[src/srio_init_pkg.sv]
/* shared widths, packet constants, command codes and destination table
   for the srio initiator manager, referenced by scoped name */
package srio_init_pkg;

	localparam int DATA_W    = 64;	// one packed iq sample word
	localparam int PKT_WORDS = 32;	// words per write burst
	localparam int CNT_W     = 10;	// fifo word count
	localparam int ADDR_W    = 34;	// srio dest address
	localparam int MODE_W    = 8;	// work mode and cmd_da

	// channel select, also the index into the fifo bundles
	typedef enum logic [1:0] {
		CH_HE = 2'd0,
		CH_FW = 2'd1,
		CH_FY = 2'd2
	} chan_t;

	// interface board commands on cmd_da
	localparam logic [MODE_W-1:0] CMD_NONE   = 8'h00;
	localparam logic [MODE_W-1:0] CMD_DDC_HE = 8'h04;	// sum channel only
	localparam logic [MODE_W-1:0] CMD_DDC_FW = 8'h05;	// azimuth diff only
	localparam logic [MODE_W-1:0] CMD_DDC_FY = 8'h06;	// elevation diff only

	// destination ids
	localparam logic [7:0] ID_BOARD = 8'h08;	// interface board fpga
	localparam logic [7:0] ID_FPGA1 = 8'h0e;
	localparam logic [7:0] ID_FPGA2 = 8'h10;
	localparam logic [7:0] ID_FPGA3 = 8'h0f;
	localparam logic [7:0] ID_RECOG = 8'h11;	// recognition fpga

	localparam logic [ADDR_W-1:0] ADDR_DEFAULT = 34'h0_0000_0100;
	localparam logic [ADDR_W-1:0] ADDR_DDC     = 34'h0_0200_0000;

	// baker modes take 32 words per fir_1m_rdy
	function automatic logic is_baker(input logic [MODE_W-1:0] mode);
		return (mode == 8'd1) || (mode == 8'd3);
	endfunction

	// recognition modes route he to the recog fpga
	function automatic logic is_recog(input logic [MODE_W-1:0] mode);
		return (mode == 8'd5) || (mode == 8'd6) || (mode == 8'd7);
	endfunction

endpackage
[src/pri_timing.sv]
/* pri edge detect, work mode capture while pri is high, and the delayed
   flush pulse that drops late fir output of the previous pulse */
`timescale 1ns/10ps

module pri_timing #(
	parameter int FLUSH_DELAY = 350
) (
	input  logic                             sys_clk,
	input  logic                             rst_n,
	input  logic                             pri,
	input  logic [srio_init_pkg::MODE_W-1:0] work_mode_ifm,
	output logic [srio_init_pkg::MODE_W-1:0] work_mode,
	output logic                             flush
);

	localparam int CW = $clog2(FLUSH_DELAY + 1);

	logic          pri_d;	// pri one cycle late
	logic          pri_rise;
	logic [CW-1:0] dly_cnt;	// cycles since last pri edge, saturating

	assign pri_rise = pri & ~pri_d;

	always_ff @(posedge sys_clk)
	begin
		if (!rst_n)
		begin
			pri_d     <= 1'b0;
			work_mode <= '0;
		end
		else
		begin
			pri_d <= pri;
			if (pri)
				work_mode <= work_mode_ifm;	// only changes inside pri
		end
	end

	// dly_cnt reads k on the k-th cycle after the edge
	always_ff @(posedge sys_clk)
	begin
		if (!rst_n)
		begin
			dly_cnt <= CW'(FLUSH_DELAY);	// parked, no flush out of reset
			flush   <= 1'b0;
		end
		else
		begin
			if (pri_rise)
				dly_cnt <= CW'(1);
			else if (dly_cnt < CW'(FLUSH_DELAY))
				dly_cnt <= dly_cnt + 1'b1;

			// one cycle pulse exactly FLUSH_DELAY after the edge
			if (pri_rise)
				flush <= (FLUSH_DELAY == 1);
			else
				flush <= (dly_cnt == CW'(FLUSH_DELAY - 1));
		end
	end

endmodule

[config.mk]
export PLATFORM = sky130hd
export DESIGN_NAME = pri_timing
export DESIGN_NICKNAME = d
export VERILOG_FILES = /design/src/srio_init_pkg.sv /design/src/pri_timing.sv
export SDC_FILE = /design/constraint.sdc
export NUM_CORES = 1
export LEC_CHECK = 0
export BUFFER_PORTS_ARGS = -buffer_cell sky130_fd_sc_hd__buf_2
export CAP_MARGIN = 20
export CORE_UTILIZATION = 55
export CTS_BUF_LIST = sky130_fd_sc_hd__clkbuf_4 sky130_fd_sc_hd__clkbuf_8
export CTS_CLUSTER_DIAMETER = 150
export DETAILED_ROUTE_END_ITERATION = 12
export GPL_TIMING_DRIVEN = 0
export PLACE_DENSITY = 0.82
export SYNTH_ARGS = -nofsm -noshare
export SYNTH_HDL_FRONTEND = slang
export SYNTH_SLANG_ARGS = --single-unit
[constraint.sdc]
create_clock -name sys_clk -period 1.95 [get_ports sys_clk]
set_input_delay 0.39 -clock sys_clk [delete_from_list [all_inputs] [get_ports sys_clk]]
set_output_delay 0.39 -clock sys_clk [all_outputs]
set_load 0.005 [all_outputs]
# Word level (Yosys, flattened, before mapping)

Cells that the tools add are included.

Register bits after elaboration: 19
Input bits: 11
Output and inout bits: 9

Add/subtract/negate cells: 1
$lt $le $gt $ge: 1
Equal/unequal tests: 1
Muxes and demuxes: 2
Bitwise operators: 3
Reductions and logical operators: 2

Operators by type and width:

| kind                  | count |
|---|---|
| $mux W9               | 2 |
| $add A9 B1 Y9 const B | 1 |
| $eq A9 B9 Y1 const B  | 1 |
| $lt A9 B9 Y1 const B  | 1 |
| $not A1 Y1            | 2 |
| $reduce_bool A2 Y1    | 1 |
| $reduce_or A2 Y1      | 1 |
| $and A1 B1 Y1         | 1 |

# Logic depth before layout (Yosys ltp)

Word-level depth: 3
Depth in mapped cells: 5
Gate-level depth less buffers: 4

# Least setup slack after synthesis

No wires, ideal clock.

Path type: register to register
Start: register dly_cnt[2]
End: register dly_cnt[2]
Setup time: 0.122 ns
Arrival: 1.152 ns
Path slack: 0.676 ns
Cell stages (with the launch flop): 5
Buffers on the path: 0
Period minus slack after synthesis: 1.274 ns
Cell sequence: dfxtp_1 nand4_1 a21oi_2 nor4b_1 a311o_1

Longest elaborated chain between the ends: 3
Elaborated cells between the ends (all ways): 5
Those cells by class: add/sub (1); order compare (1); mux (2); reduce/logical (1)

Ends and longest elaborated chain:

| element                | RTL line         | text |
|---|---|---|
| start, declared        | pri_timing.sv:20 | `logic [CW-1:0] dly_cnt;` |
| start signal, assigned | pri_timing.sv:44 | `dly_cnt <= CW'(FLUSH_DELAY);` |
| start signal, assigned | pri_timing.sv:52 | `dly_cnt <= dly_cnt + 1'b1;` |
| $add A9 B1 Y9          | pri_timing.sv:52 |  |
| $mux W9                | pri_timing.sv:51 | `else if (dly_cnt < CW'(FLUSH_DELAY))` |
| $mux W9                | pri_timing.sv:49 | `if (pri_rise)` |

Several ways; a longest one is shown, not always the timed one. The select of a mux whose other input is x is not followed.
A chain may end at the register's enable or synchronous reset.

# Final worst setup path

Ends and elaborated chain as after synthesis.

==> metrics.cfg <==
[logic_synthesis]
async_flop_share = 0
synth-edff-count = 0
synth_commonest_cells = 19 x dfxtp_1, 10 x nor2_1, 9 x mux2i_1, 6 x nand3_1, 4 x nand4_1
ys_dominant_reg_cell = dfxtp_1
syn_avg_cell_area_um2 = 9.53
ys_ff_latch = 19
netlist_area_um2 = 838
synth.area.top_cells = dfxtp_1 45%, mux2i_1 11%, nor2_1 4.5%
yosysSeqAreaShare = 0.454
yosys_warnings = 0
synth_cells = 88
synth_cell_type_count = 30
yosysMostFrequentCell = dfxtp_1
yosysTopAreaCellShare = 0.454
syn_nets = 101
synth_top_area_cell = dfxtp_1

[route]
dr.pass1.iters = 4
drc = 0
ant_nets = 0
num_vias = 737
drt-total-wl_um = 1810
viasPerCell = 5.85
drtIter0Drc = 10
wl_per_cell_um = 14.4

[sta]
skew_ns = 0.00781
rsz0062_at_grt = no
hold_viol_final = 0
period_minus_slack_ns = 1.46
slew_headroom = 0.710
hold_slack_ns = 0.320
worst_pin_slew_ns = 0.435
setup_viol = 0
final-max-slew-violation-count = 0
fin_crit_sh = 0.749
worst_slack_ns = 0.490
tns_ns = 0
fmax_mhz = 685

[critical_path]
cp.required_ns = 2.16
regToRegEndpoint = dly_cnt[2]
r2r_slack_ns = 0.49
r2r_cells = 4
crit_arrival_ns = 1.67
cp_max_fo = 8
r2r-start = dly_cnt[2]
endpoint_kind = flop
cp-start-kind = flop
crit_type = flop to flop

[final_layout]
finish.cell_count_without_fillers = 126
diodes = 0
syn_to_final_growth_pct = 17.2
final_nets = 125
drive_gt1_frac = 0.261

[global_route]
grt-ovfl-total = 0
antenna_found_initial = 0
grt_usage = 0.264
grt_start_max_net_pins = 11
grt_pass1_wl_um = 2790
grt_pass1_vias = 646

[placed_design]
dp_hpwl_um = 1340
place_congestion = 0.869
post-place-ws_ns = 0.510
portBuffers = 19
dp_cells = 122

[clock_network]
post_cts_buffers = 0
clock_latency_ns = 0.30
cts_max_level = 1
postCtsResizedCells = 0
cts_buffer_depth = 2
clock-sinks = 19
hold_buffers = 0
cts_tree = done
root_buffer = clkbuf_4
cts_buffers = 3
clk_pin_slew_ns = 0.11

[floorplan]
die_area_um2 = 1680
ios = 20
num_rows = 13
die_y_um = 41.0
start_util = 0.614
die_w_um = 41.0
core_area_um2 = 1370

[run_status]
status = complete, no violations

[power_and_ir_drop]
total_power_mw = 0.835
leakagePower_nw = 0.469
vdd_drop_max_v = 0.000528
powerDensity_nw_per_um2 = 850

[min_path]
hold-path-cell-count = 2
hp-start = rst_n
hold_class = primary input to flop
min_to = dly_cnt[4]

[job]
drv_cap = 0

[layer usage]
| metal | track usage | routed length (µm) |
|---|---|---|
| met1 | 0.281 | 781 |
| met2 | 0.488 | 957 |
| met3 | 0.0652 | 51 |
| met4 | 0.100 | 23 |
| met5 | 0 | 0 |
[layout by cell type, fill, tap and decap left out, drive strengths merged, types with 3 or more instances in the layout]
cell,n
nor2,10
xor2,3
buf,21
nand3,6
nor3,3
a21oi,4
mux2i,9
dfxtp,19
clkbuf,5
nand4,4
o21ai,4
[critical path, stage by stage (launching register included)]
cell and delay [ns]:
dfxtp_1 0.46, nand4_1 0.16, a21oi_2 0.33, nor4b_1 0.09, a311o_1 0.32
[worst max-delay path by stage]
| stage | from | to |
|---|---|---|
| after global routing | dly_cnt[1] | dly_cnt[2] |
| after floorplan | dly_cnt[2] | dly_cnt[2] |
| after global placement | pri | dly_cnt[1] |
| after detailed placement | pri | dly_cnt[2] |
| final | dly_cnt[2] | dly_cnt[2] |
| after CTS | dly_cnt[1] | dly_cnt[2] |
[where the power goes]
part           switching [mW]  total [mW]  internal [mW]  leakage [nW]
Combinational          0.0823       0.159         0.0764         0.294
Sequential             0.0406       0.461          0.420         0.157
Clock                   0.121       0.215         0.0938        0.0184
Total                   0.244       0.835          0.591         0.469
[state kept, by name, summed over array words and instances, names as in the netlist]
signal / flops
dly_cnt: 9
pri_d: 1
work_mode: 8
flush: 1
[cells by family after synthesis]
logic type | synth area share
adders and majority gates | 0.0298
DFF | 0.454
xor gates and xnor gates | 0.0313
AOI/OAI and AO/OA | 0.128
buffers and inverters | 0.0254
and+or+nand+nor | 0.224
muxes | 0.107
[area by class of cell]
cell class                 instances  area, µm²
timing repair buffer              19       95.1
fill                             120        384
multi-input combinational         64        437
sequential                        19        380
clock buffer                       4       30.0
inverter                           2       7.51
buffer                             3       13.8
tap                               15       18.8
[stage by stage]
stage                     instance area (µm²)   util
final                                     982  0.719
after global routing                      982  0.719
after CTS                                 982  0.719
after detailed placement                  952  0.697
after global placement                    952  0.697
after floorplan                           838      -
Note: power is estimated with default switching activity, not from simulation.
