File: src/srio_init_pkg.sv
/* shared widths, packet constants, command codes and destination table
   for the srio initiator manager, referenced by scoped name */
package srio_init_pkg;

	localparam int DATA_W    = 64;	// one packed iq sample word
	localparam int PKT_WORDS = 32;	// words per write burst
	localparam int CNT_W     = 10;	// fifo word count
	localparam int ADDR_W    = 34;	// srio dest address
	localparam int MODE_W    = 8;	// work mode and cmd_da

	// channel select, also the index into the fifo bundles
	typedef enum logic [1:0] {
		CH_HE = 2'd0,
		CH_FW = 2'd1,
		CH_FY = 2'd2
	} chan_t;

	// interface board commands on cmd_da
	localparam logic [MODE_W-1:0] CMD_NONE   = 8'h00;
	localparam logic [MODE_W-1:0] CMD_DDC_HE = 8'h04;	// sum channel only
	localparam logic [MODE_W-1:0] CMD_DDC_FW = 8'h05;	// azimuth diff only
	localparam logic [MODE_W-1:0] CMD_DDC_FY = 8'h06;	// elevation diff only

	// destination ids
	localparam logic [7:0] ID_BOARD = 8'h08;	// interface board fpga
	localparam logic [7:0] ID_FPGA1 = 8'h0e;
	localparam logic [7:0] ID_FPGA2 = 8'h10;
	localparam logic [7:0] ID_FPGA3 = 8'h0f;
	localparam logic [7:0] ID_RECOG = 8'h11;	// recognition fpga

	localparam logic [ADDR_W-1:0] ADDR_DEFAULT = 34'h0_0000_0100;
	localparam logic [ADDR_W-1:0] ADDR_DDC     = 34'h0_0200_0000;

	// baker modes take 32 words per fir_1m_rdy
	function automatic logic is_baker(input logic [MODE_W-1:0] mode);
		return (mode == 8'd1) || (mode == 8'd3);
	endfunction

	// recognition modes route he to the recog fpga
	function automatic logic is_recog(input logic [MODE_W-1:0] mode);
		return (mode == 8'd5) || (mode == 8'd6) || (mode == 8'd7);
	endfunction

endpackage
File: src/chan_write_ctrl.sv
/* fifo write side for the he, fw and fy channels; picks normal, baker or
   directed ddc writes and registers the enables with the sample words */
`timescale 1ns/10ps

module chan_write_ctrl (
	input  logic                                  sys_clk,
	input  logic                                  rst_n,
	input  logic                                  flush,
	input  logic [srio_init_pkg::MODE_W-1:0]      cmd_da,
	input  logic [srio_init_pkg::MODE_W-1:0]      work_mode,
	input  logic                                  fir_20m_rdy,
	input  logic                                  fir_1m_rdy,
	input  logic [srio_init_pkg::DATA_W-1:0]      he,
	input  logic [srio_init_pkg::DATA_W-1:0]      fw,
	input  logic [srio_init_pkg::DATA_W-1:0]      fy,
	output logic [2:0]                            wr_en,
	output logic [2:0][srio_init_pkg::DATA_W-1:0] wr_data
);

	localparam logic [5:0] BURST_LEN = 6'(srio_init_pkg::PKT_WORDS);

	logic [5:0] baker_cnt;	// 0 idle, 1..32 inside the baker window
	logic       baker_act;
	logic [2:0] wr_en_nxt;

	assign baker_act = (baker_cnt != 6'd0);

	// baker window opens on fir_1m_rdy and lasts 32 cycles
	always_ff @(posedge sys_clk)
	begin
		if (!rst_n)
			baker_cnt <= 6'd0;
		else if (flush)
			baker_cnt <= 6'd0;
		else if (baker_cnt == BURST_LEN)
			baker_cnt <= 6'd0;
		else if (fir_1m_rdy)
			baker_cnt <= 6'd1;
		else if (baker_act)
			baker_cnt <= baker_cnt + 1'b1;
	end

	// bit 0 he, bit 1 fw, bit 2 fy
	always_comb
	begin
		case (cmd_da)
			srio_init_pkg::CMD_DDC_HE: wr_en_nxt = {2'b00, fir_20m_rdy};
			srio_init_pkg::CMD_DDC_FW: wr_en_nxt = {1'b0, fir_20m_rdy, 1'b0};
			srio_init_pkg::CMD_DDC_FY: wr_en_nxt = {fir_20m_rdy, 2'b00};
			default:
			begin
				if (srio_init_pkg::is_baker(work_mode))
					wr_en_nxt = {3{baker_act}};	// all three for the window
				else
					wr_en_nxt = {3{fir_20m_rdy}};	// normal mode
			end
		endcase
	end

	always_ff @(posedge sys_clk)
	begin
		if (!rst_n)
			wr_en <= 3'b000;
		else
			wr_en <= wr_en_nxt;
	end

	// samples ride one cycle behind, aligned with wr_en
	always_ff @(posedge sys_clk)
	begin
		wr_data[0] <= he;
		wr_data[1] <= fw;
		wr_data[2] <= fy;
	end

endmodule

File: config.mk
export PLATFORM = sky130hd
export DESIGN_NAME = chan_write_ctrl
export DESIGN_NICKNAME = d
export VERILOG_FILES = /design/src/srio_init_pkg.sv /design/src/chan_write_ctrl.sv
export SDC_FILE = /design/constraint.sdc
export NUM_CORES = 1
export LEC_CHECK = 0
export BUFFER_PORTS_ARGS = -buffer_cell sky130_fd_sc_hd__buf_2
export CORE_AREA = 3 3 158 160
export CTS_CLUSTER_SIZE = 30
export DETAILED_ROUTE_END_ITERATION = 16
export DIE_AREA = 0 0 161 163
export GPL_TIMING_DRIVEN = 0
export MAX_ROUTING_LAYER = met4
export SLEW_MARGIN = 20
export SYNTH_ARGS = -nofsm -noshare
export SYNTH_HDL_FRONTEND = slang
export SYNTH_SLANG_ARGS = --single-unit
File: constraint.sdc
create_clock -name sys_clk -period 2.26 [get_ports sys_clk]
set_clock_uncertainty 0.15 [all_clocks]
set_input_delay 0.339 -clock sys_clk [delete_from_list [all_inputs] [get_ports sys_clk]]
set_output_delay 0.339 -clock sys_clk [all_outputs]
set_load 0.1 [all_outputs]
# After elaboration in Yosys (flattened, before gate mapping)
# Index checks and enable logic that the tools add are counted.
[word_totals]
ff_bits = 201
latchBits = 0
mem_bits_rw = 0
rom_bits = 0
in_bits = 213
out_inout_bits = 195
elab_cells = 23
n_memories = 0
[classes]
add_sub_neg = 1
multipliers = 0
div = 0
order_cmp = 0
eq_ne = 6
shifts = 0
n_mux = 4
bitwise_logic = 1
reduce_logical = 5
[ops]
columns = ["operator", "count"]
rows = [
  ["$eq A8 B3 Y1 const B", 3],
  ["$pmux W3 S3", 1],
  ["$eq A8 B1 Y1 const B", 1],
  ["$eq A8 B2 Y1 const B", 1],
  ["$add A6 B1 Y6 const B", 1],
  ["$eq A6 B6 Y1 const B", 1],
  ["$reduce_bool A6 Y1", 1],
  ["$reduce_or A4 Y1", 1],
  ["$mux W3", 1],
  ["$reduce_or A3 Y1", 1],
  ["$mux W1", 2],
  ["$reduce_bool A2 Y1", 1],
  ["$logic_or A1 B1 Y1", 1],
  ["$not A1 Y1", 1],
]

# Logic depth before layout (Yosys ltp)
[depth]
word_depth = 4
mapped_depth = 6
mapped_depth_nobuf = 6

# Least setup slack after synthesis
# OpenSTA, ideal clock, no wires.
[synth_path]
kind = "input-to-reg"
startpoint = "in cmd_da[3] in the netlist's numbering"
endpoint = "reg wr_en[0]"
setup_time_ps = 117
arrival_ps = 1326
required_ps = 1993
slack_ps = 667
path_stages = 4
path_buffers = 0
path_cell_list = "or4b_1 nor3_2 a21oi_1 a32o_1"
[synth_via]
elab_chain_len = 2
elab_cells_between_ends = 4
cone_classes = "eq/ne: 3; mux: 1"
[synth_rtl]
columns = ["item", "line_no", "rtl"]
rows = [
  ["start, declared", "chan_write_ctrl.sv:9", "input logic [srio_init_pkg::MODE_W-1:0] cmd_da,"],
  ["$eq A8 B3 Y1", "chan_write_ctrl.sv:46", "case (cmd_da)"],
  ["$pmux W3 S3 (*)", "chan_write_ctrl.sv:46", ""],
  ["end signal, assigned", "chan_write_ctrl.sv:65", "wr_en <= wr_en_nxt;"],
  ["end, declared", "chan_write_ctrl.sv:16", "output logic [2:0] wr_en,"],
]
# Every way passes the cells marked *; elsewhere a longest branch is shown, timed or not.
# A chain may end at the register's enable or synchronous reset.

# Worst setup path in the final report
[layout_path]
startpoint = "in cmd_da[3] in the netlist's numbering"
endpoint = "reg wr_en[1]"
# Same word-level chain as after synthesis.

==> results by group <==
Status
  – Status: complete, no violations

Global route
  – Wire length of the first global-routing pass: 26.4 mm
  – Total track usage: 13.4%
  – Pin count of the biggest net entering global routing: 15
  – Initial antenna violation count: 0
  – Number of global-route vias before repair: 4727
  – Grt ovf: 0
  – Gr busiest metal: met2
  – Met1 Resource Use GR: 13.4%
  – Met3 GRT Util: 3.84%
  – GR Layer Usage met2: 24.7%

Clock tree
  – Max H-tree Level: 1
  – TritonCTS clock tree: done
  – CTS max path bufs: 3
  – Worst-path clk slew: 0.06 ns
  – Root Driver: clkbuf_16
  – Later-pin clock latency in the skew report: 0.49 ns
  – Num Clock Sinks: 201
  – Clock buffer count from CTS: 21

Floorplan
  – Initial core utilization: 18.3%
  – Die footprint: 0.0262 mm2
  – Core area: 0.0235 mm2
  – Die width: 161 um
  – Die Y: 163 um
  – # rows: 56
  – Io pins: 408

Placement
  – Post-DP HPWL: 12.0 mm
  – Buffers on Ports: 406
  – GP Congestion: 0.775
  – DP Cell Count: 968

STA
  – Worst hold slack: 0.211 ns
  – Slew Limit Fails: 0
  – Max Freq: 457 MHz
  – Worst slew pin tran: 0.551 ns
  – Minimum clock period: 2.19 ns
  – Max-slew headroom: 63.5%
  – Final Setup Violations: 0
  – RSZ-0062 raised after global routing: no
  – Fin Setup TNS: 0 ns
  – Final Hold Viols: 0
  – Fin crit share: 96.9%

Yosys
  – Post-Synthesis Cells: 243
  – Netlist cell types: 23
  – Avg Cell Area, Syn: 17.8 um2
  – Synth Register Bits: 201
  – Ys Warns: 0
  – Netlist Area Pre-Place: 0.00431 mm2
  – Sequential-to-total area share from yosys stat: 93.3%
  – Syn_nets: 458

Job
  – Max-Cap Viols: 0

Drt
  – DRC viols: 0
  – 1st-iter DRT viols: 166
  – Via density: 3.50
  – Routed Wire Length: 18.4 mm
  – Final antenna-violating net count: 0
  – Post-detailed-route wirelength per cell: 15.2 um
  – Routed via count: 4211
  – Drt pass-1 iters: 4

Cells and area
  – Ant. Diodes: 0
  – Multi-input gate area: 282 um2
  – Filler cells: 2221
  – Register area: 0.00402 mm2
  – Final Non-Filler Cells: 1204
  – Share of layout cells above drive strength 1: 50.2%
  – Layout area overhead: 119%
  – Fin nets: 1088

Setup path
  – CP required: 2.54 ns
  – Worst Path Max Fanout: 3
  – Crit Path Class: in2reg
  – Crit path DAT: 2.47 ns
  – Setup crit start kind: input pin
  – CP Capture Type: register

Power
  – Power per cell area: 986 mW/mm2
  – Sequential share of power: 40.6%
  – Post-layout total power: 9330 uW
  – Switching Share: 31.9%
  – Switching pwr: 2980 uW
  – Lkg Pwr: 0.00458 uW
  – Internal power: 6350 uW
  – Max rail drop VDD: 0.000639 V
  – Comb pwr share: 22.0%
  – Clock power frac: 37.4%

Hold path
  – Worst Hold Class: in2reg
repair_timing:
item                                   CTS  global route
setup endpoints to repair                0             1
hold buffers                           199             0
setup buffers                            0             2
endpoints found under the hold margin  196             0
resized for setup                        0             1
layout make-up:
cell class	count	share of cell area, %
flip-flops and latches	201	42.5
clock buffers	26	6.07
inverters	4	0.159
repair buffers	607	42.7
multi-input cells	38	2.98
well taps	319	4.22
clock inverters	9	1.32
state kept, by name, indices dropped and copies added (netlist names):
register and count:
wr_data 192, wr_en 3, baker_cnt 6
power groups by stage:
stage	sequential (uW)	combinational [uW]	clock [uW]
floorplan	5210	18.4	0
global placement	3860	1760	0
detailed placement	3860	1760	0
CTS	3790	2040	3610
global route	3800	2100	3760
finish	3790	2050	3490
cell usage in the layout, fill, tap and decap left out, types with 2 or more instances in the layout:
master,count
clkbuf_16,21
nand3_1,3
xnor2_1,3
dfxtp_1,201
nand2_1,3
nor2_1,9
ha_1,2
dlygate4sd3_1,199
bufinv_16,3
clkinvlp_4,2
clkbuf_8,3
clkinv_2,4
xor2_1,2
buf_4,2
clkbuf_1,2
buf_2,406
a32o_1,2
inv_1,4
cell usage after synthesis:
cell type,n,area share (%)
dfxtp_1,201,93
nor2_1,9,0.78
inv_1,4,0.35
nand2_1,3,0.26
nand3_1,3,0.35
xnor2_1,3,0.61
a32o_1,2,0.46
ha_1,2,0.58
xor2_1,2,0.41
a2111oi_0,1,0.20
a21oi_1,1,0.12
a31oi_1,1,0.15
a41oi_1,1,0.20
and2b_1,1,0.17
and3b_1,1,0.20
mux2i_1,1,0.23
nor3_2,1,0.23
nor4_1,1,0.15
nor4b_4,1,0.55
o2bb2ai_1,1,0.20
or2_2,1,0.15
or3_1,1,0.15
or4b_1,1,0.23
critical path, stage by stage:
cell           delay, ns
buf_2               0.10
or4b_1              0.58
nor3_4              0.17
nand2_1             0.07
dlygate4sd3_1       0.55
o2bb2ai_1           0.11
dlygate4sd3_1       0.55
through the flow:
stage	util [%]	area, um2	setup WS, ns
after global routing	40.2	9460	0.00268
after global placement	28.7	6750	0.494
after floorplan	-	4310	0.667
after CTS	40.1	9440	0.0198
after detailed placement	28.7	6750	0.465
final	40.2	9460	0.0707
logic make-up (layout without fill, tap and decap cells):
logic type	count (synthesis)	in the layout	synth area share [%]
buffers and inverters	4	646	0.348
DFF	201	201	93.3
muxes	1	1	0.232
and+or+nand+nor	23	23	3.22
AOI/OAI and AO/OA	7	7	1.33
xor gates and xnor gates	5	5	1.02
adders and majority gates	2	2	0.580
final timing paths:
check | start | to | slack (ns) | cells after the start
max | cmd_da[3] | wr_en[1] | 0.07 | 7
min | work_mode[0] | wr_en[0] | 0.21 | 3
max reg2reg | baker_cnt[0] | wr_en[1] | 0.09 | 7
min reg2reg | baker_cnt[5] | baker_cnt[0] | 0.40 | 1
routing by layer:
metal	routed length, um	part of all wire (%)
met2	9810	53
met4	641	3.5
met1	6430	35
met3	1470	8.0
met5	0	0
No activity file was read; power rests on OpenSTA's default activity.
