===== src/srio_init_pkg.sv =====
/* shared widths, packet constants, command codes and destination table
   for the srio initiator manager, referenced by scoped name */
package srio_init_pkg;

	localparam int DATA_W    = 64;	// one packed iq sample word
	localparam int PKT_WORDS = 32;	// words per write burst
	localparam int CNT_W     = 10;	// fifo word count
	localparam int ADDR_W    = 34;	// srio dest address
	localparam int MODE_W    = 8;	// work mode and cmd_da

	// channel select, also the index into the fifo bundles
	typedef enum logic [1:0] {
		CH_HE = 2'd0,
		CH_FW = 2'd1,
		CH_FY = 2'd2
	} chan_t;

	// interface board commands on cmd_da
	localparam logic [MODE_W-1:0] CMD_NONE   = 8'h00;
	localparam logic [MODE_W-1:0] CMD_DDC_HE = 8'h04;	// sum channel only
	localparam logic [MODE_W-1:0] CMD_DDC_FW = 8'h05;	// azimuth diff only
	localparam logic [MODE_W-1:0] CMD_DDC_FY = 8'h06;	// elevation diff only

	// destination ids
	localparam logic [7:0] ID_BOARD = 8'h08;	// interface board fpga
	localparam logic [7:0] ID_FPGA1 = 8'h0e;
	localparam logic [7:0] ID_FPGA2 = 8'h10;
	localparam logic [7:0] ID_FPGA3 = 8'h0f;
	localparam logic [7:0] ID_RECOG = 8'h11;	// recognition fpga

	localparam logic [ADDR_W-1:0] ADDR_DEFAULT = 34'h0_0000_0100;
	localparam logic [ADDR_W-1:0] ADDR_DDC     = 34'h0_0200_0000;

	// baker modes take 32 words per fir_1m_rdy
	function automatic logic is_baker(input logic [MODE_W-1:0] mode);
		return (mode == 8'd1) || (mode == 8'd3);
	endfunction

	// recognition modes route he to the recog fpga
	function automatic logic is_recog(input logic [MODE_W-1:0] mode);
		return (mode == 8'd5) || (mode == 8'd6) || (mode == 8'd7);
	endfunction

endpackage

===== src/burst_reader.sv =====
/* read side of the three fifos; rotates the channel on busy falling edges,
   fires one 32 word burst per trigger edge and sets the packet addressing */
`timescale 1ns/10ps

module burst_reader (
	input  logic                                  sys_clk,
	input  logic                                  rst_n,
	input  logic                                  flush,
	input  logic [srio_init_pkg::MODE_W-1:0]      cmd_da,
	input  logic [srio_init_pkg::MODE_W-1:0]      work_mode,
	input  logic                                  srio_initial_busy,
	input  logic [2:0][srio_init_pkg::CNT_W-1:0]  word_count,
	input  logic [2:0][srio_init_pkg::DATA_W-1:0] rd_data,
	output logic [2:0]                            rd_en,
	output logic                                  ucfg_normal_trigger,
	output logic [7:0]                            ucfg_dest_id,
	output logic [srio_init_pkg::ADDR_W-1:0]      ucfg_dest_start_addr,
	output logic [srio_init_pkg::DATA_W-1:0]      initiator_dout
);

	localparam int BW = $clog2(srio_init_pkg::PKT_WORDS);
	localparam logic [srio_init_pkg::CNT_W-1:0] PKT_CNT =
		srio_init_pkg::CNT_W'(srio_init_pkg::PKT_WORDS);

	srio_init_pkg::chan_t sel;	// channel to send next
	srio_init_pkg::chan_t sel_nxt;
	srio_init_pkg::chan_t cmd_chan;

	logic                              busy_d;
	logic                              busy_fall;
	logic [srio_init_pkg::CNT_W-1:0]   sel_count;
	logic                              trig;	// packet ready and link idle
	logic                              trig_d;
	logic                              trig_start;
	logic [BW-1:0]                     rd_cnt;	// words issued in this burst
	logic                              burst_act;
	logic [2:0]                        rd_en_d;	// steers the output mux
	logic [7:0]                        id_nxt;
	logic [srio_init_pkg::ADDR_W-1:0]  addr_nxt;

	assign busy_fall = busy_d & ~srio_initial_busy;

	always_comb
	begin
		case (sel)
			srio_init_pkg::CH_FW: sel_count = word_count[1];
			srio_init_pkg::CH_FY: sel_count = word_count[2];
			default:              sel_count = word_count[0];
		endcase
	end

	// he -> fw -> fy -> he
	always_comb
	begin
		case (sel)
			srio_init_pkg::CH_HE: sel_nxt = srio_init_pkg::CH_FW;
			srio_init_pkg::CH_FW: sel_nxt = srio_init_pkg::CH_FY;
			default:              sel_nxt = srio_init_pkg::CH_HE;
		endcase
		case (cmd_da)
			srio_init_pkg::CMD_DDC_FW: cmd_chan = srio_init_pkg::CH_FW;
			srio_init_pkg::CMD_DDC_FY: cmd_chan = srio_init_pkg::CH_FY;
			default:                   cmd_chan = srio_init_pkg::CH_HE;
		endcase
	end

	always_ff @(posedge sys_clk)
	begin
		if (!rst_n)
		begin
			busy_d <= 1'b0;
			sel    <= srio_init_pkg::CH_HE;
		end
		else
		begin
			busy_d <= srio_initial_busy;
			if (cmd_da != srio_init_pkg::CMD_NONE)
				sel <= cmd_chan;	// directed command pins the channel
			else if (flush)
				sel <= srio_init_pkg::CH_HE;
			else if (busy_fall)
				sel <= sel_nxt;
		end
	end

	assign trig       = (sel_count >= PKT_CNT) && !srio_initial_busy;
	assign trig_start = trig & ~trig_d & (rd_cnt == '0);	// no retrigger mid burst
	assign burst_act  = trig_start | (rd_cnt != '0);

	// rd_en high from the edge cycle for 32 cycles
	always_comb
	begin
		rd_en[0] = burst_act && (sel == srio_init_pkg::CH_HE);
		rd_en[1] = burst_act && (sel == srio_init_pkg::CH_FW);
		rd_en[2] = burst_act && (sel == srio_init_pkg::CH_FY);
	end

	always_ff @(posedge sys_clk)
	begin
		if (!rst_n)
		begin
			trig_d              <= 1'b0;
			rd_cnt              <= '0;
			rd_en_d             <= 3'b000;
			ucfg_normal_trigger <= 1'b0;
		end
		else
		begin
			trig_d              <= trig;
			rd_en_d             <= rd_en;
			ucfg_normal_trigger <= trig_start;	// one cycle after the edge
			if (flush)
				rd_cnt <= '0;
			else if (rd_cnt == BW'(srio_init_pkg::PKT_WORDS - 1))
				rd_cnt <= '0;
			else if (burst_act)
				rd_cnt <= rd_cnt + 1'b1;
		end
	end

	// destination for the packet about to go out
	always_comb
	begin
		addr_nxt = srio_init_pkg::ADDR_DEFAULT;
		if (cmd_da != srio_init_pkg::CMD_NONE)
		begin
			id_nxt = srio_init_pkg::ID_BOARD;
			if (cmd_da >= srio_init_pkg::CMD_DDC_HE && cmd_da <= srio_init_pkg::CMD_DDC_FY)
				addr_nxt = srio_init_pkg::ADDR_DDC;
		end
		else
		begin
			case (sel)
				srio_init_pkg::CH_FW: id_nxt = srio_init_pkg::ID_FPGA2;
				srio_init_pkg::CH_FY: id_nxt = srio_init_pkg::ID_FPGA3;
				default:
				begin
					if (srio_init_pkg::is_recog(work_mode))
						id_nxt = srio_init_pkg::ID_RECOG;
					else
						id_nxt = srio_init_pkg::ID_FPGA1;
				end
			endcase
		end
	end

	// latched at the trigger edge so they hold through the burst
	always_ff @(posedge sys_clk)
	begin
		if (!rst_n)
		begin
			ucfg_dest_id         <= 8'h00;
			ucfg_dest_start_addr <= '0;
		end
		else if (trig_start)
		begin
			ucfg_dest_id         <= id_nxt;
			ucfg_dest_start_addr <= addr_nxt;
		end
	end

	// fifo data lands one cycle after rd_en; hold the last word between bursts
	always_ff @(posedge sys_clk)
	begin
		if (!rst_n)
			initiator_dout <= '0;
		else
		begin
			case (rd_en_d)
				3'b001:  initiator_dout <= rd_data[0];
				3'b010:  initiator_dout <= rd_data[1];
				3'b100:  initiator_dout <= rd_data[2];
				default: initiator_dout <= initiator_dout;
			endcase
		end
	end

endmodule


===== config.mk =====
export PLATFORM = sky130hd
export DESIGN_NAME = burst_reader
export DESIGN_NICKNAME = d
export VERILOG_FILES = /design/src/srio_init_pkg.sv /design/src/burst_reader.sv
export SDC_FILE = /design/constraint.sdc
export NUM_CORES = 1
export LEC_CHECK = 0
export ABC_AREA = 1
export BUFFER_PORTS_ARGS = -buffer_cell sky130_fd_sc_hd__clkbuf_2
export CORE_AREA = 2 2 137 139
export CTS_BUF_LIST = sky130_fd_sc_hd__clkbuf_8
export DETAILED_ROUTE_END_ITERATION = 10
export DIE_AREA = 0 0 139 141
export GPL_TIMING_DRIVEN = 0
export PLACE_DENSITY_LB_ADDON = 0.3
export SYNTH_ARGS = -nofsm -noshare
export SYNTH_HDL_FRONTEND = slang
export SYNTH_SLANG_ARGS = --single-unit

===== constraint.sdc =====
create_clock -name sys_clk -period 2.4 [get_ports sys_clk]
set_input_delay 0.24 -clock sys_clk [delete_from_list [all_inputs] [get_ports sys_clk]]
set_output_delay 0.24 -clock sys_clk [all_outputs]
set_load 0.01 [all_outputs]

=== Yosys cells after proc, flatten, opt, wreduce, memory -nomap -nowiden ===
Index checks and enable logic that the tools add are counted.

* Output and inout port bits: 110
* Bits in registers: 119
* Input port bits: 242

* Mux-type cells: 12
* Eq/ne operators: 11
* $lt $le $gt $ge: 3
* $add $sub $neg: 1
* Reduce and logical (&&, ||, !) cells: 15
* Bitwise gates (word level): 7

{| class="wikitable"
|+ Operators with widths
! cell !! number
|-
| case mux 64 bit (3 select lines) || 1
|-
| 2-to-1 mux 26 bit || 2
|-
| equality test 8 x 3 -> 1 bit, second input constant || 5
|-
| case mux 10 bit (2 select lines) || 1
|-
| greater-or-equal comparator 10 x 6 -> 1 bit, second input constant || 1
|-
| 2-to-1 mux 5 bit || 2
|-
| case mux 5 bit (2 select lines) || 1
|-
| greater-or-equal comparator 8 x 3 -> 1 bit, second input constant || 1
|-
| less-or-equal comparator 8 x 3 -> 1 bit, second input constant || 1
|-
| case mux 2 bit (2 select lines) || 2
|-
| nonzero test 8 bit || 1
|-
| 2-to-1 mux 2 bit || 3
|-
| nonzero test 3 bit || 2
|-
| adder 5 x 1 -> 5 bit, second input constant || 1
|-
| equality test 5 bit, second input constant || 1
|-
| logical AND 1 bit || 5
|-
| logical NOT 5 bit || 1
|-
| nonzero test 5 bit || 1
|-
| AND 1 bit || 3
|-
| equality test 3 x 1 -> 1 bit, second input constant || 1
|-
| equality test 3 x 2 -> 1 bit, second input constant || 1
|-
| equality test 3 bit, second input constant || 1
|-
| inverter 1 bit || 3
|-
| OR reduction 3 bit || 1
|-
| 6 further kinds || 7
|}

=== Logic depth before layout (Yosys ltp) ===
Gate-level depths: netlist (run 1).

* Depth after elaboration: 8
* Depth in mapped cells: 12

=== Worst setup path before layout (run 1) ===
Ideal clock, no wire load.

* Kind: register -> output
* Start point: register sel[0]
* End point: output port rd_en[0]
* Arrival: 1.551 ns
* Cell stages (with the launch flop): 12
* Path slack: 0.609 ns
* Cells stage by stage: dfxtp_1 -> inv_1 -> ha_1 -> inv_1 -> nor2_1 -> nand3_1 -> nand2_1 -> nand2_1 -> nand3_1 -> nand2_1 -> clkinv_1 -> nor2_1

* Word-level cells in the longest chain between the ends: 8
* Elaborated cells on any way between the ends: 10
* Classes of those cells: order compare: 1; eq/ne: 2; mux: 1; bitwise: 3; reduce/logical: 3

{| class="wikitable"
|+ Ends and longest elaborated chain
! element !! line !! text
|-
| from (decl) || burst_reader.sv:25 || <nowiki>srio_init_pkg::chan_t sel;</nowiki>
|-
| from (signal assigned) || burst_reader.sv:72 || <nowiki>sel <= srio_init_pkg::CH_HE;</nowiki>
|-
| from (signal assigned) || burst_reader.sv:78 || <nowiki>sel <= cmd_chan;</nowiki>
|-
| from (signal assigned) || burst_reader.sv:80 || <nowiki>sel <= srio_init_pkg::CH_HE;</nowiki>
|-
| equality test 2 bit or equality test 2 x 1 -> 1 bit (tied branches) || burst_reader.sv:45 || <nowiki>case (sel)</nowiki>
|-
| case mux 10 bit (2 select lines) || burst_reader.sv:45 ||
|-
| greater-or-equal comparator 10 x 6 -> 1 bit || burst_reader.sv:86 || <nowiki>assign trig = (sel_count >= PKT_CNT) && !srio_initial_busy;</nowiki>
|-
| logical AND 1 bit || burst_reader.sv:86 ||
|-
| AND 1 bit (2 in series) || burst_reader.sv:87 || <nowiki>assign trig_start = trig & ~trig_d & (rd_cnt == '0);</nowiki>
|-
| OR 1 bit || burst_reader.sv:88 || <nowiki>assign burst_act = trig_start | (rd_cnt != '0);</nowiki>
|-
| logical AND 1 bit * || burst_reader.sv:93 || <nowiki>rd_en[0] = burst_act && (sel == srio_init_pkg::CH_HE);</nowiki>
|-
| to (decl) || burst_reader.sv:14 || <nowiki>output logic [2:0] rd_en,</nowiki>
|}

Every way passes the cells marked *; elsewhere a longest branch is shown, timed or not.

=== Final worst setup path (run 1) ===
* Start point: register sel[0]
* End point: output port rd_en[1]

* Word-level cells in the longest chain between the ends: 8
* Elaborated cells on any way between the ends: 9
* Classes of those cells: order compare: 1; eq/ne: 2; mux: 1; bitwise: 3; reduce/logical: 2

{| class="wikitable"
|+ Ends and longest elaborated chain
! element !! line !! text
|-
| equality test 2 bit or equality test 2 x 1 -> 1 bit (tied branches) || burst_reader.sv:45, burst_reader.sv:94 ||
|-
| case mux 10 bit (2 select lines) || burst_reader.sv:45 ||
|-
| greater-or-equal comparator 10 x 6 -> 1 bit || burst_reader.sv:86 ||
|-
| logical AND 1 bit || burst_reader.sv:86 ||
|-
| AND 1 bit (2 in series) || burst_reader.sv:87 ||
|-
| OR 1 bit || burst_reader.sv:88 ||
|-
| logical AND 1 bit * || burst_reader.sv:94 || <nowiki>rd_en[1] = burst_act && (sel == srio_init_pkg::CH_FW);</nowiki>
|}

Marked as above.

==> results of run 1 <==
cells in the mapped netlist (all sizes together):
cell | number | area share, %
nand2 | 164 | 14
o21ai | 132 | 15
dfxtp | 83 | 38
a31oi | 62 | 8.9
buf | 52 | 9.1
nor2 | 37 | 3.2
inv | 34 | 2.9
clkbuf | 23 | 2.0
a21oi | 14 | 1.6
nand3 | 10 | 1.1
nor3 | 7 | 0.92
ha | 6 | 1.7
clkinv | 2 | 0.17
nand4 | 2 | 0.29
a211oi | 1 | 0.17
and3 | 1 | 0.14
conb | 1 | 0.086
o22ai | 1 | 0.14
per-layer routing:
metal	vias to the layer above	track usage, %
met5	-	0
met4	0	4.84
met3	18	5.54
met2	250	29.6
met1	2351	21.9
li1	2755	-
sequential cells by signal, indices dropped and copies added, names as in the netlist:
signal                count
initiator_dout           64
rd_cnt                    5
ucfg_dest_id              4
rd_en_d                   3
sel                       2
ucfg_dest_start_addr      2
busy_d                    1
trig_d                    1
ucfg_normal_trigger       1
power breakdown:
part,internal [mW],total [mW],switching (mW)
combinational,0.359,0.761,0.402
sequential,1.49,1.55,0.0589
clock,0.576,1.11,0.537
total,2.43,3.43,0.997
logic make-up after synthesis:
| group | after synthesis |
|---|---|
| DFF | 83 |
| and+or+nand+nor | 221 |
| other | 1 |
| buffers and inverters | 111 |
| adders and majority gates | 6 |
| AOI/OAI and AO/OA | 210 |
worst paths after layout:
kind	from	end	slack, ns
worst max-delay path	sel[0]$_SDFFE_PN0P_	rd_en[1]	0.20
worst min-delay path	srio_initial_busy	busy_d$_SDFF_PN0_	0.07
worst max register to register	sel[0]$_SDFFE_PN0P_	ucfg_dest_id[4]$_SDFFE_PN0P_	0.68
worst min register to register	rd_cnt[3]$_SDFFE_PP0P_	rd_cnt[3]$_SDFFE_PP0P_	0.47
layout make-up:
class	instances	area [um2]
Timing Repair Buffer	300	1500
Buffer	75	487
Fill cell	2046	11800
Tap cell	234	293
Multi-Input combinational cell	472	2220
Sequential cell	83	1660
Clock buffer	9	124
Clock inverter	7	85.1
Inverter	36	138
placed cells by master, fill, tap and decap left out, drive strengths merged:
cell / instances
a31oi: 62
nand4: 2
and3: 1
nand2: 164
conb: 35
o21ai: 132
nor2: 37
nand3: 10
bufinv: 2
ha: 6
dfxtp: 83
clkinv: 3
buf: 52
o22ai: 1
clkinvlp: 1
a211oi: 1
a21oi: 14
inv: 37
nor3: 7
clkbuf: 332
worst register-to-register path, delay by kind of cell (launching register included):
family	cells	cell delay, ns
AOI/OAI and AO/OA	1	0.24
adders and majority gates	1	0.28
buffers and inverters	2	0.17
DFF	1	0.34
and+or+nand+nor	6	0.58
per-stage QoR:
step,instances,setup WS (ns)
floorplan,666,0.609
global placement,1200,0.274
detailed placement,1200,0.281
CTS,1216,0.0577
global route,1216,0.0335
finish,1216,0.205
==> impl_metrics.ini, run 1 <==
[worst_setup_path]
critical_path_buf_inv_count = 4
critical_path_cell_count = 12
crit_required_ns = 2.16
critical_path.max_fanout = 9
crit_chain = inv_1 -> ha_4 -> inv_1 -> nor2_1 -> nand3_1 -> nand2_1 -> nand2_1 -> nand3_1 -> nand2_2 -> inv_4 -> nor2_1 -> clkbuf_2
max_stage_delay_ns = 0.34
path_delay_family = simple AND/OR/NAND/NOR gates
cp_slowest_cell = dfxtp_1
cp-end-kind = output pin
setup.worst_path.start_class = flop
worstSetupPathType = reg2out
crit_arrival_ns = 1.96
reg2regPathDepth = 10

[detailed_routing]
drtIter0Drc = 175
post_drt_wl_per_cell_um = 14.7
viasPerCell = 4.42
routed_wl_mm = 17.9
wl_met2_mm = 8.43
dr_wl_met3_mm = 1.64
drcViolationCount = 0
met1_length_mm = 7.56
first_pass_iters = 4
routed-via-count = 5374
antenna_left = 0
highest_layer = met4

[sta]
setup_tns_ns = 0
setup-violations-final = 0
whs_ns = 0.0686
rsz0062_at_grt = false
slew_headroom_pct = 54.3
tightestPinTransition_ns = 0.685
finalCritPeriodShare_pct = 91.5
hold_viol = 0
slew_viol_final = 0
timing.fmax_ghz = 0.456
fin_skew_ns = 0.0134
period_minus_slack_ns = 2.20

[global_routing]
grt_pass1_vias = 5045
grt_pass1_wl_mm = 27.1
globalRouteOverflowTotal = 0
grtUsageTotal_pct = 17.6
grt_antenna_before_repair = 0
grt_start_max_net_pins = 14

[clocking]
htreeDepth = 3
numCtsBuffers = 9
cts_setup_buffers = 0
clk_pin_slew_worst_paths_ns = 0.08
ctsResizeCount = 2
cts.path.max_buffers = 2
hold_buffers = 0
cts_tree = yes
cts-root-buf = clkbuf_8
clock-sinks = 83
clock_latency_ns = 0.37

[synth]
syn_inst = 632
synth_top_family_by_area = compound AO/OA/AOI/OAI gates
synth-xor-area-share_pct = 0
avgSynthCellArea_um2 = 6.90
synthAdderAreaFrac_pct = 1.72
ys_seq_area_share_pct = 38.1
synth_cell_type_count = 28
yosys.area_share.simple_pct = 19.9
synth_seq_cells = 83
ys_warn_count = 0
synth_area_mm2 = 0.00436
synthMuxAreaShare_pct = 0
synth_compound_area_share_pct = 26.0

[placed_design]
place_area_mm2 = 0.00628
place_congestion = 0.794
place_hpwl_mm = 14.1
io_buffers = 300

[power]
power_density_mw_per_mm2 = 526
p_leak_nw = 3.18
p_total_mw = 3.43
ir_drop_v = 0.000291

[finish]
final_core_util_pct = 35.6
fin_nets = 1225
drive_above_1_share_pct = 38.5
fin_area_mm2 = 0.00651
syn2layout_area_growth_pct = 49.2
diodes = 0

[floorplanning]
initial_core_util_pct = 23.9
num_io_pins = 352
die_h_um = 141
dieArea_mm2 = 0.0196
die_width_um = 139
fp-row-count = 50
coreArea_mm2 = 0.0183

[flow_run]
drv_cap = 0

[min_path]
hp-class = in2reg
min_path_cells = 3

[status]
status = complete, no violations
Power figures use the tool's default switching activity.
==> run 2, diff against run 1 <==
--- a/config.mk
+++ b/config.mk
@@ -9,6 +9,8 @@
 export BUFFER_PORTS_ARGS = -buffer_cell sky130_fd_sc_hd__clkbuf_2
-export CORE_AREA = 2 2 137 139
+export CELL_PAD_IN_SITES_DETAIL_PLACEMENT = 0
+export CELL_PAD_IN_SITES_GLOBAL_PLACEMENT = 1
+export CORE_AREA = 2 2 136 138
 export CTS_BUF_LIST = sky130_fd_sc_hd__clkbuf_8
 export DETAILED_ROUTE_END_ITERATION = 10
-export DIE_AREA = 0 0 139 141
+export DIE_AREA = 0 0 138 140
 export GPL_TIMING_DRIVEN = 0
==> constraint.sdc (replaced) <==
create_clock -name sys_clk -period 2.4 [get_ports sys_clk]
set_input_delay 0.36 -clock sys_clk [delete_from_list [all_inputs] [get_ports sys_clk]]
set_output_delay 0.36 -clock sys_clk [all_outputs]
set_load 0.01 [all_outputs]
==> run 2 against run 1 <==
Compared with the run above:
- combinational power rose by 1%
- core utilization rose by 1.3 points
- first-iteration DRC count rose by 55%
- count of clock-buffer cells in the layout did not move
- worst hold slack improved by 0.12 ns
- clock skew rose by 0.0013 ns
- non-clock buffer count rose by 1
==> impl_metrics.ini, run 2 (synthesis gave the netlist of run 1 again) <==
[flow_run]
drv_cap = 0

[global_routing]
grt_antenna_before_repair = 0
grtUsageTotal_pct = 18.6
grt_pass1_wl_mm = 28.1
globalRouteOverflowTotal = 0
grt_start_max_net_pins = 14
grt_pass1_vias = 5147

[sta]
setup_tns_ns = 0
hold_viol = 0
period_minus_slack_ns = 2.26
fin_skew_ns = 0.0147
slew_viol_final = 0
setup-violations-final = 0
tightestPinTransition_ns = 0.645
timing.fmax_ghz = 0.443
finalCritPeriodShare_pct = 94.0
rsz0062_at_grt = false
slew_headroom_pct = 57.0

[clocking]
cts_tree = yes
htreeDepth = 3
cts-root-buf = clkbuf_8
clk_pin_slew_worst_paths_ns = 0.08
clock-sinks = 83
hold_buffers = 0
clock_latency_ns = 0.37
cts.path.max_buffers = 2
numCtsBuffers = 9

[finish]
mostFrequentLayoutCells = 301 x clkbuf_2, 161 x nand2_1, 84 x o21ai_0
final_common_cell = clkbuf_2
fillers = 2030
multi_input_area_mm2 = 0.00223
fin_nets = 1226
top_regs = initiator_dout (64), rd_cnt (5), ucfg_dest_id (4)
drive_above_1_share_pct = 39.1
final_core_util_pct = 37.0
register_area_mm2 = 0.00166
largest_reg_flops = 64
syn2layout_area_growth_pct = 50.6
regMostFlops = initiator_dout
diodes = 0

[floorplanning]
num_io_pins = 352
fp-row-count = 49
die_h_um = 140
dieArea_mm2 = 0.0193
initial_core_util_pct = 24.5
coreArea_mm2 = 0.0178
die_width_um = 138

[worst_setup_path]
max_stage_delay_ns = 0.36
crit_arrival_ns = 1.90
path_delay_family = simple AND/OR/NAND/NOR gates
crit_chain = inv_2 -> ha_4 -> inv_1 -> nor2_1 -> nand3_1 -> nand2_1 -> nand2_2 -> nand3_2 -> nand2_2 -> clkinv_4 -> nor2_1 -> buf_2
cp_slowest_cell = dfxtp_1
critical_path_buf_inv_count = 4
crit_required_ns = 2.04
setup.worst_path.start_class = flop
critical_path.max_fanout = 9
worstSetupPathType = reg2out
cp-end-kind = output pin

[detailed_routing]
drtIter0Drc = 271
routed-via-count = 5384
drcViolationCount = 0
antenna_left = 0
viasPerCell = 4.44
routed_wl_mm = 18.7
first_pass_iters = 4
post_drt_wl_per_cell_um = 15.5

[min_path]
hp-class = in2reg

[placed_design]
place_congestion = 0.799
io_buffers = 300
place_hpwl_mm = 14.7

[power]
power_density_mw_per_mm2 = 556
p_leak_nw = 3.22
ir_drop_v = 0.000232

[status]
status = complete, no violations
run 2: layer usage:
| layer | routed length, um | vias to the layer above | GRT usage, % | share of wire (%) |
|---|---|---|---|---|
| met5 | 0 | - | 0 | 0 |
| met4 | 359 | 0 | 6.07 | 1.9 |
| met3 | 1580 | 22 | 6.19 | 8.5 |
| met2 | 8780 | 231 | 30.5 | 47 |
| met1 | 8000 | 2377 | 23.0 | 43 |
| li1 | - | 2754 | - | - |
run 2: area by class of cell:
class / instances / share of cell area (%)
inverter: 36 / 2.13
clock inverter: 7 / 2.02
multi-input combinational: 472 / 34.0
tap: 229 / 4.36
buffer: 75 / 7.41
clock buffer: 9 / 1.88
timing repair buffer: 301 / 23.0
sequential: 83 / 25.3
run 2: worst paths after layout:
check / cells past startpoint / slack, ns / start / to
hold / removal: 3 / 0.19 / srio_initial_busy / busy_d$_SDFF_PN0_
setup / recovery: 12 / 0.14 / sel[0]$_SDFFE_PN0P_ / rd_en[1]
hold reg to reg: 2 / 0.47 / ucfg_dest_start_addr[25]$_SDFFE_PN0P_ / ucfg_dest_start_addr[25]$_SDFFE_PN0P_
setup reg to reg: 5 / 0.66 / rd_en_d[2]$_SDFF_PN0_ / initiator_dout[9]$_SDFFE_PN0P_
run 2: repair_timing:
action                     4_1_cts  5_1_grt
setup buffers                    1        0
pin swaps                        1        1
gates resized for setup          4        6
cloned                           0        0
setup endpoints to repair        3        3
run 2: per-stage QoR:
stage	total power [mW]	setup slack [ns]	area (um2)	cells	hold slack (ns)
after global routing	3.85	0.00525	6570	1212	0.168
after detailed placement	2.35	0.118	6280	1195	0.456
after global placement	2.35	0.0916	6280	1195	0.444
final	3.66	0.144	6570	1212	0.186
after floorplan	1.95	0.489	4490	666	0.422
after CTS	3.72	0.0198	6560	1212	0.154
run 2: power by group:
group          leakage (nW)  internal (mW)  total, mW  switching (mW)
clock                 0.136          0.788       1.33           0.544
sequential            0.683           1.49       1.55          0.0588
combinational          2.40          0.363      0.772           0.409
total                  3.22           2.64       3.66            1.01
run 2: worst register-to-register path: cells and delay by family, from the launching register on:
family          cells  cell delay, ns
compound gates      1            0.20
simple gates        2            0.30
flops               1            0.40
buf+inv             2            0.77
==> run 3, diff against run 2 <==
- TNS_END_PERCENT: default -> 20
- clock period: 2.4 -> 2.78 ns (I/O delays scaled with it)
==> run 3 against run 2 <==
Compared with the run above:
- combinational power fell by 13%
- first-iteration DRC count fell by 17%
- critical path depth unchanged
- final cell count is 0.25% higher
- worst hold slack better by 0.057 ns
- via count hardly changed
- global-route usage is essentially flat
- die area stayed put
- design area increased by 0.17%
- largest power group unchanged
==> impl_metrics.ini, run 3 (synthesis gave the netlist of run 1 again) <==
[global_routing]
grt_pass1_vias = 5137
grtUsageTotal_pct = 18.6
grt_antenna_before_repair = 0
grt_pass1_wl_mm = 28.1
grt_start_max_net_pins = 14
globalRouteOverflowTotal = 0

[detailed_routing]
post_drt_wl_per_cell_um = 15.4
drcViolationCount = 0
drtIter0Drc = 226
viasPerCell = 4.43
routed-via-count = 5385
routed_wl_mm = 18.7
first_pass_iters = 4
antenna_left = 0

[finish]
top_regs = initiator_dout (64), rd_cnt (5), ucfg_dest_id (4)
syn2layout_area_growth_pct = 50.9
drive_above_1_share_pct = 38.7
regMostFlops = initiator_dout
fin_cells = 1215
diodes = 0
final_common_cell = clkbuf_2
largest_reg_flops = 64
fin_nets = 1229
final_core_util_pct = 37.0
mostFrequentLayoutCells = 302 x clkbuf_2, 162 x nand2_1, 84 x o21ai_0

[floorplanning]
die_width_um = 138
fp-row-count = 49
num_io_pins = 352
coreArea_mm2 = 0.0178
dieArea_mm2 = 0.0193
die_h_um = 140
initial_core_util_pct = 24.5

[placed_design]
place_inst = 1195
place_congestion = 0.799
io_buffers = 300
place_hpwl_mm = 14.7

[worst_setup_path]
crit_chain = inv_1 -> ha_4 -> inv_1 -> nor2_1 -> nand3_1 -> nand2_1 -> nand2_1 -> nand3_1 -> nand2_2 -> clkinvlp_4 -> nor2_1 -> clkbuf_2
max_stage_delay_ns = 0.35
critical_path.max_fanout = 7
setup.worst_path.start_class = flop
crit_required_ns = 2.36
crit_arrival_ns = 2.06
path_delay_family = simple AND/OR/NAND/NOR gates
worstSetupPathType = reg2out
critical_path_buf_inv_count = 4
cp-end-kind = output pin
cp_slowest_cell = dfxtp_1

[clocking]
numCtsBuffers = 9
htreeDepth = 3
cts.path.max_buffers = 2
cts-root-buf = clkbuf_8
clk_pin_slew_worst_paths_ns = 0.08
clock-sinks = 83
clock_latency_ns = 0.37
cts_tree = yes

[sta]
fin_skew_ns = 0.0145
hold_viol = 0
timing.fmax_ghz = 0.403
setup-violations-final = 0
period_minus_slack_ns = 2.48
slew_viol_final = 0
tightestPinTransition_ns = 0.631
slew_headroom_pct = 57.9
rsz0062_at_grt = false
setup_tns_ns = 0
finalCritPeriodShare_pct = 89.2

[status]
status = complete, no violations

[power]
power_density_mw_per_mm2 = 480
p_total_mw = 3.16
p_leak_nw = 3.22
ir_drop_v = 0.000200

[flow_run]
drv_cap = 0

[min_path]
hp-class = in2reg
-- run 3: area by class of cell --
type	count	area (um2)
Fill cell	2032	11200
Buffer	75	487
Tap cell	229	287
Inverter	36	139
Clock inverter	7	133
Clock buffer	9	124
Timing Repair Buffer	304	1530
Multi-Input combinational cell	472	2220
Sequential cell	83	1660
-- run 3: worst register-to-register path, cell delays in order, from the launching register on --
cell and delay (ns):
dfxtp_1 0.35, inv_1 0.10, ha_4 0.27, inv_1 0.07, nor2_1 0.04, nand3_1 0.07, nand2_1 0.05, nand2_1 0.09
nand3_1 0.12, nand2_2 0.15, clkinvlp_4 0.15, buf_4 0.16, nor2_1 0.07, nor2_1 0.05
-- run 3: final timing paths --
path,startpoint,end,cells past startpoint,slack (ns)
hold reg to reg,ucfg_dest_start_addr[25]$_SDFFE_PN0P_,ucfg_dest_start_addr[25]$_SDFFE_PN0P_,2,0.47
setup reg to reg,sel[0]$_SDFFE_PN0P_,rd_cnt[0]$_SDFFE_PP0P_,13,0.95
setup / recovery,sel[0]$_SDFFE_PN0P_,rd_en[1],12,0.30
hold / removal,srio_initial_busy,busy_d$_SDFF_PN0_,3,0.24
-- run 3: stage by stage --
| step | hold WS, ns | setup slack [ns] | instance area (um2) |
|---|---|---|---|
| after global placement | 0.444 | 0.415 | 6280 |
| after detailed placement | 0.456 | 0.441 | 6280 |
| final | 0.243 | 0.299 | 6580 |
| after global routing | 0.225 | 0.121 | 6580 |
| after floorplan | 0.422 | 0.812 | 4490 |
| after CTS | 0.211 | 0.00464 | 6540 |
-- run 3: layer usage --
layer  global-route usage [%]  part of all wire (%)
met4                     6.07                   1.9
met1                     23.0                    42
met3                     6.19                   8.5
met5                        0                     0
met2                     30.5                    47
-- run 3: report_power, final --
part | internal, mW | switching (mW) | leakage [nW]
registers | 1.29 | 0.0503 | 0.683
clock network | 0.681 | 0.472 | 0.136
logic | 0.319 | 0.352 | 2.40
-- run 3: repair_timing --
action / in CTS / in global routing
hold buffers: 0 / 0
hold endpoints to repair: 0 / 0
resized for setup: 0 / 3
setup buffers: 0 / 4
setup endpoints to repair: 0 / 3
